## config.mk

```make
export PLATFORM = sky130hd
export DESIGN_NAME = alu_cluster
export DESIGN_NICKNAME = d
export VERILOG_FILES = /design/src/design/rs_pkg.sv /design/src/design/exec_if.sv /design/src/design/reservation_station.sv /design/src/design/rs_dispatch_select.sv /design/src/design/alu_unit.sv /design/src/design/alu_cluster.sv
export VERILOG_INCLUDE_DIRS = /design/src /design/src/design
export SDC_FILE = /design/constraint.sdc
export NUM_CORES = 1
export LEC_CHECK = 0
export BUFFER_PORTS_ARGS = -buffer_cell sky130_fd_sc_hd__buf_2
export CAP_MARGIN = 0
export CORE_ASPECT_RATIO = 0.6
export CORE_MARGIN = 3
export CORE_UTILIZATION = 54
export CTS_BUF_LIST = sky130_fd_sc_hd__clkbuf_2
export DETAILED_ROUTE_END_ITERATION = 10
export GPL_TIMING_DRIVEN = 1
export PLACE_DENSITY = 0.71
export SYNTH_ARGS = -nofsm -noshare
export SYNTH_HDL_FRONTEND = slang
export SYNTH_HIERARCHICAL = 1
export SYNTH_SLANG_ARGS = --single-unit
```

## constraint.sdc

```tcl
create_clock -name clk -period 8.9 [get_ports clk]
set_input_delay 1.335 -clock clk [delete_from_list [all_inputs] [get_ports clk]]
set_output_delay 1.335 -clock clk [all_outputs]
set_load 0.02 [all_outputs]
```

## src/design/rs_consts.svh

```systemverilog
`ifndef RS_CONSTS_SVH
`define RS_CONSTS_SVH

// width of every operand, result and CDB data word
`define RS_XLEN 32

// reorder buffer tags are five bits wide
// tag 0 never names a producer, it means the operand value is already present
`define RS_TAG_WIDTH 5

// number of reservation station entries in the cluster
`define RS_ENTRIES 4

// shift amounts come from the low bits of operand 2
`define RS_SHAMT_WIDTH 5

`endif

```

## src/design/rs_pkg.sv

```systemverilog
`default_nettype none

package rs_pkg;

	// ALU operations, encoded in three bits
	// the sign bit that travels with the opcode picks a signed compare for OP_SLT
	// and an arithmetic shift for OP_SR, every other opcode ignores it
	typedef enum logic [2:0] {
		OP_ADD = 3'd0,
		OP_SUB = 3'd1,
		OP_SLL = 3'd2,
		OP_SLT = 3'd3,
		OP_XOR = 3'd4,
		OP_SR  = 3'd5,
		OP_OR  = 3'd6,
		OP_AND = 3'd7
	} alu_op_t;

endpackage

`default_nettype wire

```

## src/design/exec_if.sv

```systemverilog
`default_nettype none
`timescale 1ns/1ps
`include "rs_consts.svh"

// carries one dispatched operation from the select block into the ALU
// an operation is taken on every rising edge that sees valid and accept both high
interface exec_if;
	import rs_pkg::*;

	// valid is a level that follows the ready entries only
	logic valid;

	// both operand values, already resolved to data
	logic [`RS_XLEN-1:0] v1;
	logic [`RS_XLEN-1:0] v2;

	logic op_sign;
	alu_op_t op;

	// reorder buffer tag under which the result goes out on the CDB
	logic [`RS_TAG_WIDTH-1:0] rob_tag;

	// driven by the ALU, low while a held result cannot leave
	logic accept;

	// the select block presents the operation
	modport src (
		output valid, v1, v2, op, op_sign, rob_tag,
		input accept
	);

	// the ALU consumes it
	modport dst (
		input valid, v1, v2, op, op_sign, rob_tag,
		output accept
	);

endinterface

`default_nettype wire

```

## src/design/reservation_station.sv

```systemverilog
`default_nettype none
`timescale 1ns/1ps
`include "rs_consts.svh"

// one reservation station entry
// q is a pending tag and v is a value, tag 0 means the value is present
module reservation_station (
	input wire logic clk,
	input wire logic rst_n,

	// write strobe from the allocator and the dispatch pulse from the select block
	input wire logic enable,
	input wire logic dispatched_in,

	input wire logic [`RS_TAG_WIDTH-1:0] q1_in,
	input wire logic [`RS_XLEN-1:0] v1_in,
	input wire logic [`RS_TAG_WIDTH-1:0] q2_in,
	input wire logic [`RS_XLEN-1:0] v2_in,
	input wire rs_pkg::alu_op_t alu_op_in,
	input wire logic alu_sign_in,
	input wire logic [`RS_TAG_WIDTH-1:0] reorder_buffer_tag_in,

	input wire logic cdb_active,
	input wire logic [`RS_TAG_WIDTH-1:0] cdb_tag,
	input wire logic [`RS_XLEN-1:0] cdb_data,

	output logic [`RS_TAG_WIDTH-1:0] q1_out,
	output logic [`RS_XLEN-1:0] v1_out,
	output logic [`RS_TAG_WIDTH-1:0] q2_out,
	output logic [`RS_XLEN-1:0] v2_out,
	output rs_pkg::alu_op_t alu_op_out,
	output logic alu_sign_out,
	output logic [`RS_TAG_WIDTH-1:0] reorder_buffer_tag_out,

	output logic busy,
	output logic ready_to_execute
);

	// set once the ALU has taken this instruction, so it is not sent twice
	logic dispatched;

	logic snoop_op1;
	logic snoop_op2;
	logic free_self;

	// while being written the incoming tags are compared with the bus,
	// otherwise the stored ones, so a broadcast in the issue cycle is not lost
	// the bus never carries tag 0, so present operands never match
	assign snoop_op1 = cdb_active && ((enable ? q1_in : q1_out) == cdb_tag);
	assign snoop_op2 = cdb_active && ((enable ? q2_in : q2_out) == cdb_tag);

	// only this instruction can own its rob tag, so seeing it on the bus means we are done
	assign free_self = busy && cdb_active && (cdb_tag == reorder_buffer_tag_out);

	// ready comes from registered state only, one cycle after the last write or wake-up
	assign ready_to_execute = busy && !dispatched && (q1_out == '0) && (q2_out == '0);

	always_ff @(posedge clk or negedge rst_n) begin
		if (!rst_n) begin
			busy <= 1'b0;
			dispatched <= 1'b0;
			q1_out <= '0;
			q2_out <= '0;
			reorder_buffer_tag_out <= '0;
		end else if (free_self) begin
			// clearing the tags keeps a stale entry from matching later broadcasts
			busy <= 1'b0;
			dispatched <= 1'b0;
			q1_out <= '0;
			q2_out <= '0;
			reorder_buffer_tag_out <= '0;
		end else begin
			if (enable) begin
				busy <= 1'b1;
				reorder_buffer_tag_out <= reorder_buffer_tag_in;
			end
			// a matched tag drops to 0, else take the issue tag on a write, else hold
			q1_out <= snoop_op1 ? '0 : (enable ? q1_in : q1_out);
			q2_out <= snoop_op2 ? '0 : (enable ? q2_in : q2_out);
			// the dispatched flag stays set until the entry frees itself
			if (dispatched_in)
				dispatched <= 1'b1;
		end
	end

	// operand values and the opcode are plain payload
	always_ff @(posedge clk) begin
		if (snoop_op1)
			v1_out <= cdb_data;
		else if (enable)
			v1_out <= v1_in;
		if (snoop_op2)
			v2_out <= cdb_data;
		else if (enable)
			v2_out <= v2_in;
		if (enable) begin
			alu_op_out <= alu_op_in;
			alu_sign_out <= alu_sign_in;
		end
	end

endmodule

`default_nettype wire

```

## src/design/rs_dispatch_select.sv

```systemverilog
`default_nettype none
`timescale 1ns/1ps
`include "rs_consts.svh"

// allocates a free entry on issue and picks a ready entry for the ALU
module rs_dispatch_select (
	input wire logic clk,
	input wire logic rst_n,

	input wire logic issue_valid,
	input wire logic [`RS_ENTRIES-1:0] busy,
	input wire logic [`RS_ENTRIES-1:0] ready,

	// stored contents of every entry
	input wire logic [`RS_XLEN-1:0] v1 [`RS_ENTRIES],
	input wire logic [`RS_XLEN-1:0] v2 [`RS_ENTRIES],
	input wire rs_pkg::alu_op_t op [`RS_ENTRIES],
	input wire logic [`RS_ENTRIES-1:0] sign,
	input wire logic [`RS_TAG_WIDTH-1:0] rob_tag [`RS_ENTRIES],

	output logic [`RS_ENTRIES-1:0] enable,
	output logic [`RS_ENTRIES-1:0] dispatched_pulse,
	output logic full,

	exec_if.src exec
);

	localparam int IDX_W = $clog2(`RS_ENTRIES);

	logic [IDX_W-1:0] low_idx;
	logic [IDX_W-1:0] sel_idx;
	logic [IDX_W-1:0] lock_idx;
	logic lock_valid;

	// issue is not allowed while every entry is busy
	assign full = &busy;

	// the lowest non-busy entry gets the write strobe
	always_comb begin : alloc
		logic found;
		found = 1'b0;
		enable = '0;
		for (int i = 0; i < `RS_ENTRIES; i++) begin
			if (!found && !busy[i]) begin
				enable[i] = issue_valid;
				found = 1'b1;
			end
		end
	end

	// lowest index ready entry
	always_comb begin : pick
		logic found;
		found = 1'b0;
		low_idx = '0;
		for (int i = 0; i < `RS_ENTRIES; i++) begin
			if (!found && ready[i]) begin
				low_idx = IDX_W'(i);
				found = 1'b1;
			end
		end
	end

	// an operation offered while the ALU stalls stays on the bus until it is taken,
	// so a lower entry waking up meanwhile does not swap the payload under it
	assign sel_idx = (lock_valid && ready[lock_idx]) ? lock_idx : low_idx;

	always_ff @(posedge clk or negedge rst_n) begin
		if (!rst_n)
			lock_valid <= 1'b0;
		else
			lock_valid <= exec.valid && !exec.accept;
	end

	always_ff @(posedge clk)
		lock_idx <= sel_idx;

	assign exec.valid = |ready;
	assign exec.v1 = v1[sel_idx];
	assign exec.v2 = v2[sel_idx];
	assign exec.op = op[sel_idx];
	assign exec.op_sign = sign[sel_idx];
	assign exec.rob_tag = rob_tag[sel_idx];

	// mark the chosen entry dispatched in the cycle the ALU takes it
	always_comb begin
		dispatched_pulse = '0;
		if (exec.valid && exec.accept)
			dispatched_pulse[sel_idx] = 1'b1;
	end

endmodule

`default_nettype wire

```

## src/design/alu_unit.sv

```systemverilog
`default_nettype none
`timescale 1ns/1ps
`include "rs_consts.svh"

// single cycle ALU with a result register in front of the CDB
// the external producer always wins the bus, our result then waits in the register
module alu_unit (
	input wire logic clk,
	input wire logic rst_n,

	exec_if.dst exec,

	input wire logic ext_cdb_active,
	input wire logic [`RS_TAG_WIDTH-1:0] ext_cdb_tag,
	input wire logic [`RS_XLEN-1:0] ext_cdb_data,

	output logic cdb_active,
	output logic [`RS_TAG_WIDTH-1:0] cdb_tag,
	output logic [`RS_XLEN-1:0] cdb_data
);
	import rs_pkg::*;

	logic [`RS_XLEN-1:0] alu_result;
	logic [`RS_SHAMT_WIDTH-1:0] shamt;
	logic less_than;
	logic take;
	logic res_sent;

	// held result waiting for the bus
	logic res_valid;
	logic [`RS_TAG_WIDTH-1:0] res_tag;
	logic [`RS_XLEN-1:0] res_data;

	assign shamt = exec.v2[`RS_SHAMT_WIDTH-1:0];

	// signed or unsigned compare, chosen by the sign bit
	assign less_than = exec.op_sign ? ($signed(exec.v1) < $signed(exec.v2))
		: (exec.v1 < exec.v2);

	always_comb begin
		case (exec.op)
			OP_ADD: alu_result = exec.v1 + exec.v2;
			OP_SUB: alu_result = exec.v1 - exec.v2;
			OP_SLL: alu_result = exec.v1 << shamt;
			OP_SLT: alu_result = {{(`RS_XLEN-1){1'b0}}, less_than};
			OP_XOR: alu_result = exec.v1 ^ exec.v2;
			// arithmetic shift when signed, logical otherwise
			OP_SR: alu_result = exec.op_sign ? `RS_XLEN'($signed(exec.v1) >>> shamt)
				: (exec.v1 >> shamt);
			OP_OR: alu_result = exec.v1 | exec.v2;
			OP_AND: alu_result = exec.v1 & exec.v2;
			default: alu_result = '0;
		endcase
	end

	// the held result leaves in any cycle the external producer is quiet
	assign res_sent = res_valid && !ext_cdb_active;

	// a new operation fits when the register is empty or is being emptied right now
	assign exec.accept = !res_valid || !ext_cdb_active;
	assign take = exec.valid && exec.accept;

	always_ff @(posedge clk or negedge rst_n) begin
		if (!rst_n)
			res_valid <= 1'b0;
		else if (take)
			res_valid <= 1'b1;
		else if (res_sent)
			res_valid <= 1'b0;
	end

	always_ff @(posedge clk) begin
		if (take) begin
			res_tag <= exec.rob_tag;
			res_data <= alu_result;
		end
	end

	// merged bus, external data first
	assign cdb_active = ext_cdb_active || res_valid;
	assign cdb_tag = ext_cdb_active ? ext_cdb_tag : res_tag;
	assign cdb_data = ext_cdb_active ? ext_cdb_data : res_data;

endmodule

`default_nettype wire

```

## src/design/alu_cluster.sv

```systemverilog
`default_nettype none
`timescale 1ns/1ps
`include "rs_consts.svh"

// four reservation station entries feeding one ALU, all snooping one merged CDB
module alu_cluster (
	input wire logic clk,
	input wire logic rst_n,

	// issue port, shared by every entry
	input wire logic issue_valid,
	input wire logic [`RS_TAG_WIDTH-1:0] issue_q1,
	input wire logic [`RS_XLEN-1:0] issue_v1,
	input wire logic [`RS_TAG_WIDTH-1:0] issue_q2,
	input wire logic [`RS_XLEN-1:0] issue_v2,
	input wire rs_pkg::alu_op_t issue_op,
	input wire logic issue_sign,
	input wire logic [`RS_TAG_WIDTH-1:0] issue_rob_tag,
	output logic full,

	// external producer, such as a load unit
	input wire logic ext_cdb_active,
	input wire logic [`RS_TAG_WIDTH-1:0] ext_cdb_tag,
	input wire logic [`RS_XLEN-1:0] ext_cdb_data,

	// merged common data bus
	output logic cdb_active,
	output logic [`RS_TAG_WIDTH-1:0] cdb_tag,
	output logic [`RS_XLEN-1:0] cdb_data
);
	import rs_pkg::*;

	logic [`RS_ENTRIES-1:0] enable;
	logic [`RS_ENTRIES-1:0] dispatched_pulse;
	logic [`RS_ENTRIES-1:0] busy;
	logic [`RS_ENTRIES-1:0] ready;
	logic [`RS_ENTRIES-1:0] ent_sign;
	logic [`RS_XLEN-1:0] ent_v1 [`RS_ENTRIES];
	logic [`RS_XLEN-1:0] ent_v2 [`RS_ENTRIES];
	logic [`RS_TAG_WIDTH-1:0] ent_rob_tag [`RS_ENTRIES];
	alu_op_t ent_op [`RS_ENTRIES];

	exec_if exec_bus ();

	// the pending tags stay inside each entry, ready already folds them in
	for (genvar i = 0; i < `RS_ENTRIES; i++) begin : g_entry
		reservation_station entry_i (
			.clk                    (clk),
			.rst_n                  (rst_n),
			.enable                 (enable[i]),
			.dispatched_in          (dispatched_pulse[i]),
			.q1_in                  (issue_q1),
			.v1_in                  (issue_v1),
			.q2_in                  (issue_q2),
			.v2_in                  (issue_v2),
			.alu_op_in              (issue_op),
			.alu_sign_in            (issue_sign),
			.reorder_buffer_tag_in  (issue_rob_tag),
			.cdb_active             (cdb_active),
			.cdb_tag                (cdb_tag),
			.cdb_data               (cdb_data),
			.q1_out                 (),
			.v1_out                 (ent_v1[i]),
			.q2_out                 (),
			.v2_out                 (ent_v2[i]),
			.alu_op_out             (ent_op[i]),
			.alu_sign_out           (ent_sign[i]),
			.reorder_buffer_tag_out (ent_rob_tag[i]),
			.busy                   (busy[i]),
			.ready_to_execute       (ready[i])
		);
	end

	rs_dispatch_select select_i (
		.clk              (clk),
		.rst_n            (rst_n),
		.issue_valid      (issue_valid),
		.busy             (busy),
		.ready            (ready),
		.v1               (ent_v1),
		.v2               (ent_v2),
		.op               (ent_op),
		.sign             (ent_sign),
		.rob_tag          (ent_rob_tag),
		.enable           (enable),
		.dispatched_pulse (dispatched_pulse),
		.full             (full),
		.exec             (exec_bus.src)
	);

	alu_unit alu_i (
		.clk            (clk),
		.rst_n          (rst_n),
		.exec           (exec_bus.dst),
		.ext_cdb_active (ext_cdb_active),
		.ext_cdb_tag    (ext_cdb_tag),
		.ext_cdb_data   (ext_cdb_data),
		.cdb_active     (cdb_active),
		.cdb_tag        (cdb_tag),
		.cdb_data       (cdb_data)
	);

endmodule

`default_nettype wire

```

Word level (Yosys, flattened, before mapping)
Index checks and enable logic that the tools add are counted. Widths: inputs -> output; s select.

$add $sub $neg: 2. $mul: 0. Divide/modulo/power cells: 0. Magnitude comparators: 6. Equal/unequal tests: 19. Shifts and indexed selects: 3. Mux-type cells: 104. Bitwise operators: 4. Reductions and logical operators: 84.

Operator list (number): $mux 32 (22); $pmux 32 s8 (1); $mux 5 (35); $bmux 32 s2 (2); $lt 32x32->1 (2); $eq 5x5->1 (12); $logic_not 5->1 (8); $logic_and 1x1->1 (39); $reduce_bool 2->1 (17); $mux 1 (33); $add 32x32->32 (1); $and 32x32->32 (1); $or 32x32->32 (1); $shl 32x5->32 (1); $shr 32x5->32 (1); $sshr 32x5->32 (1); $sub 32x32->32 (1); $xor 32x32->32 (1); $logic_not 1->1 (15); $eq 3x3->1 const B (4); $bmux 5 s2 (1); $bmux 3 s2 (1); $eq 3x2->1 const B (2); $lt 2x3->1 const B (2); 13 further kinds (18).

Bits in registers: 381. Latch bits: 0. Bits in writable memories: 0. ROM bits: 0. Input bits: 124. Output and inout bits: 39. Word-level logic and storage cells: 263. Memories kept: 0.

Logic depth before layout (Yosys ltp)
Gate-level depths: netlist (run 1).

Depth after elaboration: 22. Mapped depth: 23. Mapped depth without buffers: 18.

Cells and area by module
Netlist (run 1), hierarchy kept.

By module, submodules not included: reservation_station (instances 4, cells each 223, area an instance 3996.3 sq um, sequential area each 2467.4 sq um); alu_unit (instances 1, cells each 1432, area an instance 10622.7 sq um, sequential area each 1136.1 sq um); rs_dispatch_select (instances 1, cells each 126, area an instance 2001.9 sq um, sequential area each 65.1 sq um).

Worst setup path after synthesis (run 1)
No wires, ideal clock.

Kind: register to register. From: reg g_entry[3].entry_i.q2_out[2]. To: reg alu_i.res_data[30], data pin. Setup time: 0.261 ns. Arrival time: 5.681 ns. Data required time: 8.639 ns. Path slack: 2.959 ns. Cell stages (with the launch flop): 23. Buffers on the path: 6. Clock period less this slack: 5.941 ns. Path through: dfrtp_1 nor4b_1 and3_1 mux2i_1 o22ai_2 mux2i_1 buf_4 buf_4 mux4_2 inv_1 clkbuf_1 clkbuf_1 clkbuf_1 ha_1 clkbuf_1 nor2b_1 o31a_1 o221a_2 nor4_1 nor2_2 o21ai_1 o41ai_1 a221o_1.

Word-level cells in the longest chain between the ends: 13. Elaborated cells between the ends (all ways): 38. Classes of those cells: 2 x add/sub; 7 x eq/ne; 3 x shift; 17 x mux; 4 x bitwise; 5 x reduce/logical.

Ends and longest elaborated chain: from (decl) (line reservation_station.sv:29) `` output logic [`RS_TAG_WIDTH-1:0] q2_out, ``; from (signal assigned) (line reservation_station.sv:79) `q2_out <= snoop_op2 ? '0 : (enable ? q2_in : q2_out);`; $logic_not 5->1 * (line reservation_station.sv:56) `assign ready_to_execute = busy && !dispatched && (q1_out == '0) && (q2_out == '0);`; $logic_and 1x1->1 * (line reservation_station.sv:56); named net ready[3] (line alu_cluster.sv:36) `` logic [`RS_ENTRIES-1:0] ready; ``; $bmux 1 s2 (line rs_dispatch_select.sv:66) `assign sel_idx = (lock_valid && ready[lock_idx]) ? lock_idx : low_idx;`; $mux 1 (implied by the code) (line rs_dispatch_select.sv:66); $logic_and 1x1->1 (line rs_dispatch_select.sv:66); $mux 2 * (line rs_dispatch_select.sv:66); $not 2->3 (implied by the code) * (line rs_dispatch_select.sv:80) `assign exec.v2 = v2[sel_idx];`; $bmux 32 s2 * (line rs_dispatch_select.sv:80); $mux 32 (implied by the code) * (2 in a row) (line rs_dispatch_select.sv:80); named net exec_bus.v2[2] (line exec_if.sv:15) `` logic [`RS_XLEN-1:0] v2; ``; parallel branches: the longest is 2 deep, another holds $sub 32x32->32; $pmux 32 s8 * (line alu_unit.sv:41) `case (exec.op)`; named net alu_i.alu_result[30] (line alu_unit.sv:23) `` logic [`RS_XLEN-1:0] alu_result; ``; to (signal assigned) (line alu_unit.sv:75) `res_data <= alu_result;`; to (decl) (line alu_unit.sv:32) `` logic [`RS_XLEN-1:0] res_data; ``.

Mark *: on every way through the listed nets, which the timed path passes. The select of a mux whose other input is x is not followed. A chain may end at the register's enable or synchronous reset.

Final worst setup path (run 1)
From: reg g_entry[0].entry_i.busy. To: reg alu_i.res_data[27], data pin.

Word-level cells in the longest chain between the ends: 21. Elaborated cells between the ends (all ways): 49. Classes of those cells: 2 x add/sub; 7 x eq/ne; 3 x shift; 22 x mux; 4 x bitwise; 11 x reduce/logical.

Ends and longest elaborated chain: from (decl) (line reservation_station.sv:35) `output logic busy,`; from (signal assigned) (line reservation_station.sv:60) `busy <= 1'b0;`; from (signal assigned) (line reservation_station.sv:67) `busy <= 1'b0;`; from (signal assigned) (line reservation_station.sv:74) `busy <= 1'b1;`; $logic_and 1x1->1 * (3 in a row) (line reservation_station.sv:56); named net ready[0] (line alu_cluster.sv:36); $mux 1 (line rs_dispatch_select.sv:57) `if (!found && ready[i]) begin`; $logic_not 1->1 (line rs_dispatch_select.sv:57); $logic_and 1x1->1 (line rs_dispatch_select.sv:57); $mux 1 (line rs_dispatch_select.sv:57); $logic_not 1->1 (line rs_dispatch_select.sv:57); $logic_and 1x1->1 (line rs_dispatch_select.sv:57); [4 not listed]; $mux 2 * (line rs_dispatch_select.sv:66); $not 2->3 (implied by the code) * (line rs_dispatch_select.sv:80); $bmux 32 s2 * (line rs_dispatch_select.sv:80); $mux 32 (implied by the code) * (2 in a row) (line rs_dispatch_select.sv:80); named net exec_bus.v2[3] (line exec_if.sv:15); parallel branches: the longest is 2 deep, another holds $sub 32x32->32; $pmux 32 s8 * (line alu_unit.sv:41); named net alu_i.alu_result[27] (line alu_unit.sv:23).

Marks and branches as above.

==> impl_metrics.yaml, run 1 <==
synth:
  synth_common_cells: "309 x edfxtp_1, 232 x mux2_4, 221 x nor2_1"
  synthTopCellsByArea: "edfxtp_1 32%, mux2_4 12%, mux4_2 8.3%"
  ys_warn_count: 6
  syn_nets: 2673
  yosysMostFrequentCell: "edfxtp_1"
  yosysSeqAreaShare_pct: 38.7
  syn_avg_cell_area_sq_um: 11.7
  synth_edf_count: 309
  synth_top_cell_area_share_pct: 32.4
  yosys_register_bits: 381
  synthesis.area_sq_um: 28600
  synth.distinct_cells: 92
  post-synth-top-area-cell: "edfxtp_1"
  synth_flop_cell: "edfxtp_1"
  syn-instance-count: 2450
  async_flop_share_pct: 18.4
clock_network:
  hold_buffers: 0
  clkTransAtPathRegs_ns: 0.12
  cts_tree: "done"
  root_buffer: "clkbuf_2"
  clk_latency_ns: 1.20
  clk_path_buf_depth: 3
  cts.sinks: 381
  htreeDepth: 3
  cts_resized: 0
  post_cts_buffers: 0
  cts_buffers: 94
global_routing:
  grt_max_degree: 71
  grt_pass1_vias: 21658
  grt_use_total_pct: 35.7
  antenna_found_initial: 5
  gr-total-overflow: 0
  grt_pass1_wl_microns: 146000
drt:
  wl_per_cell_microns: 29.7
  drc_errors: 0
  dr.pass1.iters: 8
  routed_wl_microns: 99800
  num_vias: 22936
  ant_nets: 0
  vias_per_cell: 6.83
  initialDrtViolationCount: 3429
cells_and_area:
  layout.nets: 2812
  area.growth.synth_to_final_pct: 7.41
  instances_no_fill: 3360
  drive_gt1_share_pct: 31.4
  multi_input_area_sq_um: 16200
  postLayoutCellArea_sq_um: 30700
  nFillCells: 4269
  regArea_sq_um: 11100
timing:
  rsz0062_at_grt: "false"
  setup-tns-final_ns: 0
  finClkSkew_ns: 0.102
  max_freq_ghz: 0.143
  hold_viol_final: 0
  setup_viol_count_final: 0
  worst_pin_slew_ns: 1.29
  maxSlewViolCount: 0
  min_period_over_period_pct: 78.5
  fin_crit_ns: 6.98
  max_slew_margin_pct: 13.8
setup_path:
  r2r-start: "g_entry[0].entry_i/busy"
  rr_worst_depth: 17
  crit_path_end_kind: "flop"
  start_kind: "flop"
  rr_endpoint: "alu_i/res_data[27]"
  ff2ff_setup_slack_ns: 1.92
  path_class: "flop to flop"
  crit_fanout: 27
  cp.arrival_ns: 7.89
  required_ns: 9.80
placed_design:
  dp_hpwl_microns: 68800
  placement.cell_area_sq_um: 29800
  numPortBuffers: 162
  place_congestion: 1.06
  dp_cells: 3186
power:
  vdd_drop_max_mv: 0.149
  power_uw: 10900
  powerDensity_nw_per_um2: 356
  power_leakage_uw: 0.0127
floorplanning:
  die_h_microns: 184
  core_sq_um: 51600
  ios: 163
  num_rows: 64
  fp.dieW_microns: 303
  die_area_sq_um: 55900
  start_util_pct: 55.4
run:
  drv_cap: 0
outcome:
  status: "completed"
hold_path:
  hold_depth: 1
  min_from: "issue_op[1]"
  min_to: "g_entry[0].entry_i/alu_op_out[1]"
  hp-class: "input port to flop"
[worst max-delay path by stage]
stage / depth (start not counted) / from / end
3_5_place_dp: 17 / g_entry[0].entry_i/q1_out[0] / alu_i/res_data[29]
6_report: 17 / g_entry[0].entry_i/busy / alu_i/res_data[27]
5_1_grt: 18 / g_entry[0].entry_i/q1_out[0] / alu_i/res_data[25]
4_1_cts: 17 / g_entry[0].entry_i/q1_out[0] / alu_i/res_data[29]
3_3_place_gp: 17 / g_entry[0].entry_i/q1_out[0] / alu_i/res_data[29]
2_1_floorplan: 22 / g_entry[3].entry_i/q2_out[2] / alu_i/res_data[30]
[through the flow]
| step | setup slack [ns] | hold WS [ns] | util, % |
|---|---|---|---|
| 2_1_floorplan | 2.96 | 0.461 | - |
| 3_3_place_gp | 2.25 | 0.483 | 57.7 |
| 3_5_place_dp | 2.07 | 0.485 | 57.7 |
| 4_1_cts | 2.09 | 0.267 | 59.5 |
| 5_1_grt | 1.48 | 0.278 | 59.5 |
| 6_report | 1.92 | 0.385 | 59.5 |
[routing by layer]
metal  wire (microns)  up-vias  global-route usage (%)
met1            44800    11501                    54.9
met5               27        -                       0
met4             1890        4                    8.32
met2            38900     1553                    46.5
li1                 -     9709                       -
met3            14200      169                    13.8
[registers in the layout (all words and copies together) (netlist names)]
signal	flops
alu_i/res_data	32
alu_i/res_tag	5
alu_i/res_valid	1
g_entry.entry_i/alu_op_out	12
g_entry.entry_i/alu_sign_out	4
g_entry.entry_i/busy	4
g_entry.entry_i/dispatched	4
g_entry.entry_i/q1_out	20
g_entry.entry_i/q2_out	20
g_entry.entry_i/reorder_buffer_tag_out	20
g_entry.entry_i/v1_out	128
g_entry.entry_i/v2_out	128
select_i/lock_idx	2
select_i/lock_valid	1
[cell type report]
type                    count  area share (%)
repair buffers            210            3.85
well taps                 693            2.82
clock inverters            40           0.806
flip-flops and latches    381            36.0
inverters                 123            1.50
multi-input cells        1779            52.9
clock buffers             129            2.10
diodes                      5          0.0407
[where the power goes]
| group | leakage [uW] | switching [uW] | internal (uW) | total [uW] |
|---|---|---|---|---|
| logic | 0.00832 | 4510 | 2430 | 6930 |
| clock network | 0.000651 | 783 | 485 | 1270 |
| registers | 0.00369 | 198 | 2530 | 2720 |
| total | 0.0127 | 5490 | 5440 | 10900 |
[layout by cell type, fill, tap and decap left out, types with 10 or more instances in the layout]
cell / n
nand4_1: 11
a22o_1: 11
mux2_2: 81
a211oi_1: 24
a22oi_1: 21
a21o_1: 15
dfrtp_1: 70
nor3_1: 60
ha_1: 97
a31oi_1: 14
xor2_1: 11
mux4_2: 105
nand2b_1: 13
a21oi_1: 124
o22ai_1: 23
nor4_1: 18
buf_2: 162
a221oi_1: 14
xnor2_1: 58
o21ai_0: 94
clkinv_1: 26
o21bai_1: 10
clkbuf_2: 129
o211ai_1: 22
inv_1: 123
nor2_1: 219
and3_1: 17
o221ai_1: 16
o31ai_1: 10
mux2_4: 232
nand2_1: 110
buf_4: 47
nand3_1: 28
edfxtp_1: 309
mux2i_1: 130
[cells by family (layout without fill, tap and decap cells)]
group                      count (synthesis)  in the layout  share of synthesized area [%]
muxes                                    554            554                           28.5
AOI/OAI and AO/OA                        501            501                           12.0
buffers and inverters                    290            502                           4.81
and+or+nand+nor                          556            556                           9.54
adders and majority gates                 99             99                           4.38
xor gates and xnor gates                  69             69                           2.11
other                                      0              5                              0
DFF                                      381            381                           38.7
[worst max-delay path: stages, from the launching register on]
cell,delay (ns)
dfrtp_1,0.53
nor4b_1,0.31
and3_1,0.37
mux2i_1,0.13
o22ai_2,0.24
mux2i_4,0.76
buf_4,0.54
mux4_2,0.79
inv_1,0.14
ha_1,0.44
o21ai_0,0.18
o21ai_0,0.36
nand4_1,0.28
a31oi_1,0.68
a221oi_2,0.22
a41o_1,0.34
xnor2_1,0.13
a221o_1,0.29
Power figures use the tool's default switching activity.
==> run 2: changes to the inputs <==
clock period = 6.84 ns   (was 8.9 ns; I/O delays follow)
==> run 2 against run 1 <==
Combinational power up 32%. Core utilization is 0.83 points higher. Fmax up 12%. Setup slack got worse by 1.3 ns. Critical path depth rose by 1. Clock power grew 39%.
==> impl_metrics.yaml, run 2 (synthesis gave the netlist of run 1 again) <==
outcome:
  status: "completed"
global_routing:
  grt_pass1_vias: 21807
  grt_pass1_wl_microns: 148000
  grt_max_degree: 71
  antenna_found_initial: 4
  gr-total-overflow: 0
  grt_use_total_pct: 36.1
clock_network:
  cts_buffers: 92
  clk_path_buf_depth: 3
  root_buffer: "clkbuf_2"
  clk_latency_ns: 1.17
  cts_tree: "done"
  htreeDepth: 3
  clkTransAtPathRegs_ns: 0.11
  cts.sinks: 381
floorplanning:
  start_util_pct: 55.4
  num_rows: 64
  fp.dieW_microns: 303
  core_sq_um: 51600
  ios: 163
  die_h_microns: 184
  die_area_sq_um: 55900
cells_and_area:
  nFillCells: 4237
  final_util_pct: 60.3
  area.growth.synth_to_final_pct: 8.90
  layout.nets: 2849
  final_common_cell: "edfxtp_1"
  regArea_sq_um: 11100
  top_regs: "g_entry.entry_i/v1_out x128, g_entry.entry_i/v2_out x128, alu_i/res_data x32"
  drive_gt1_share_pct: 32.4
  most-common-layout-cells: "309 x edfxtp_1, 232 x mux2_4, 219 x nor2_1"
  postLayoutCellArea_sq_um: 31200
  multi_input_area_sq_um: 16200
power:
  vdd_drop_max_mv: 0.193
  power_leakage_uw: 0.0129
  powerDensity_nw_per_um2: 465
timing:
  rsz0062_at_grt: "false"
  finClkSkew_ns: 0.0616
  holdWs_ns: 0.176
  setup_viol_count_final: 0
  worst_pin_slew_ns: 1.36
  setup-tns-final_ns: 0
  fin_crit_ns: 6.23
  max_slew_margin_pct: 8.86
  max_freq_ghz: 0.160
  maxSlewViolCount: 0
  hold_viol_final: 0
  min_period_over_period_pct: 91.2
placed_design:
  placement.cell_area_sq_um: 30100
  dp_hpwl_microns: 72300
  place_congestion: 1.05
  numPortBuffers: 162
hold_path:
  hp-class: "input port to flop"
  min_to: "g_entry[3].entry_i/reorder_buffer_tag_out[2]"
  min_from: "issue_rob_tag[2]"
  hold_depth: 3
setup_path:
  rr_endpoint: "alu_i/res_data[0]"
  required_ns: 7.70
  crit_path_end_kind: "flop"
  crit_start: "g_entry[0].entry_i/busy"
  ff2ff_setup_slack_ns: 0.61
  rr_worst_depth: 18
  r2r-start: "g_entry[0].entry_i/busy"
  cp.arrival_ns: 7.10
  path_class: "flop to flop"
  start_kind: "flop"
  crit_fanout: 16
drt:
  num_vias: 22974
  routed_wl_microns: 101000
  drc_errors: 0
  dr.pass1.iters: 8
  ant_nets: 0
  initialDrtViolationCount: 3253
  vias_per_cell: 6.76
  wl_per_cell_microns: 29.8
run:
  drv_cap: 0
[run 2: changes by cell type in the layout (fill, tap and decap cells not counted), sizes merged, moves of 2 or more]
cell and delta:
dlygate4sd3 +5, bufinv +3, clkinvlp -3, diode -3, buf +34, inv +2
[run 2: area by class of cell]
class,instances,area share [%]
Clock buffer,129,2.07
Tap cell,693,2.78
Clock inverter,41,1.05
Antenna cell,2,0.0161
Timing Repair Buffer,249,4.94
Inverter,123,1.48
Multi-Input combinational cell,1779,52.1
Sequential cell,381,35.5
[run 2: how the worst max path moves through the flow]
stage | cells past startpoint | slack [ns] | to
final | 18 | 0.61 | alu_i/res_data[0]
after global routing | 18 | 0.24 | alu_i/res_data[0]
after CTS | 17 | 0.52 | alu_i/res_data[0]
after detailed placement | 17 | 0.52 | alu_i/res_data[0]
after global placement | 17 | 0.61 | alu_i/res_data[0]
after floorplan | 22 | 0.90 | alu_i/res_data[30]
[run 2: per-stage QoR]
stage / power (uW) / setup WS, ns / instances
global route: 15200 / 0.235 / 3397
detailed placement: 12300 / 0.517 / 3217
finish: 14500 / 0.605 / 3397
floorplan: 9550 / 0.899 / 2450
CTS: 14200 / 0.516 / 3392
global placement: 12300 / 0.609 / 3217
[run 2: power breakdown]
part | switching [uW] | leakage [uW] | internal [uW] | total, uW
clock network | 1020 | 0.000708 | 747 | 1770
logic | 5920 | 0.00853 | 3240 | 9170
registers | 260 | 0.00369 | 3280 | 3540
total | 7200 | 0.0129 | 7280 | 14500
[run 2: layer usage]
metal,wire length [microns],global-route usage (%)
met5,11,0
met4,2030,8.57
met3,13400,12.0
met2,40500,48.9
met1,45300,55.3
[run 2: what timing repair did]
item                                    CTS  global route
hold buffers                              5             0
resized for setup                         0             0
endpoints found under the setup margin    0             2
setup buffers                             0             3
endpoints found under the hold margin    79             0
[run 2: critical path, cell delays in order, from the launching register on]
cell and delay (ns):
dfrtp_1 0.46, nor4b_1 0.34, and3_1 0.40, mux2i_1 0.17
o22ai_2 0.26, mux2i_4 0.32, buf_12 0.17, buf_12 0.18
mux4_2 0.62, inv_1 0.09, ha_1 0.36, or4_4 0.63
o41ai_2 0.48, o21a_1 0.38, o211ai_1 0.13, a211oi_1 0.52
o21ai_0 0.22, nand3b_1 0.13, nand3_1 0.08
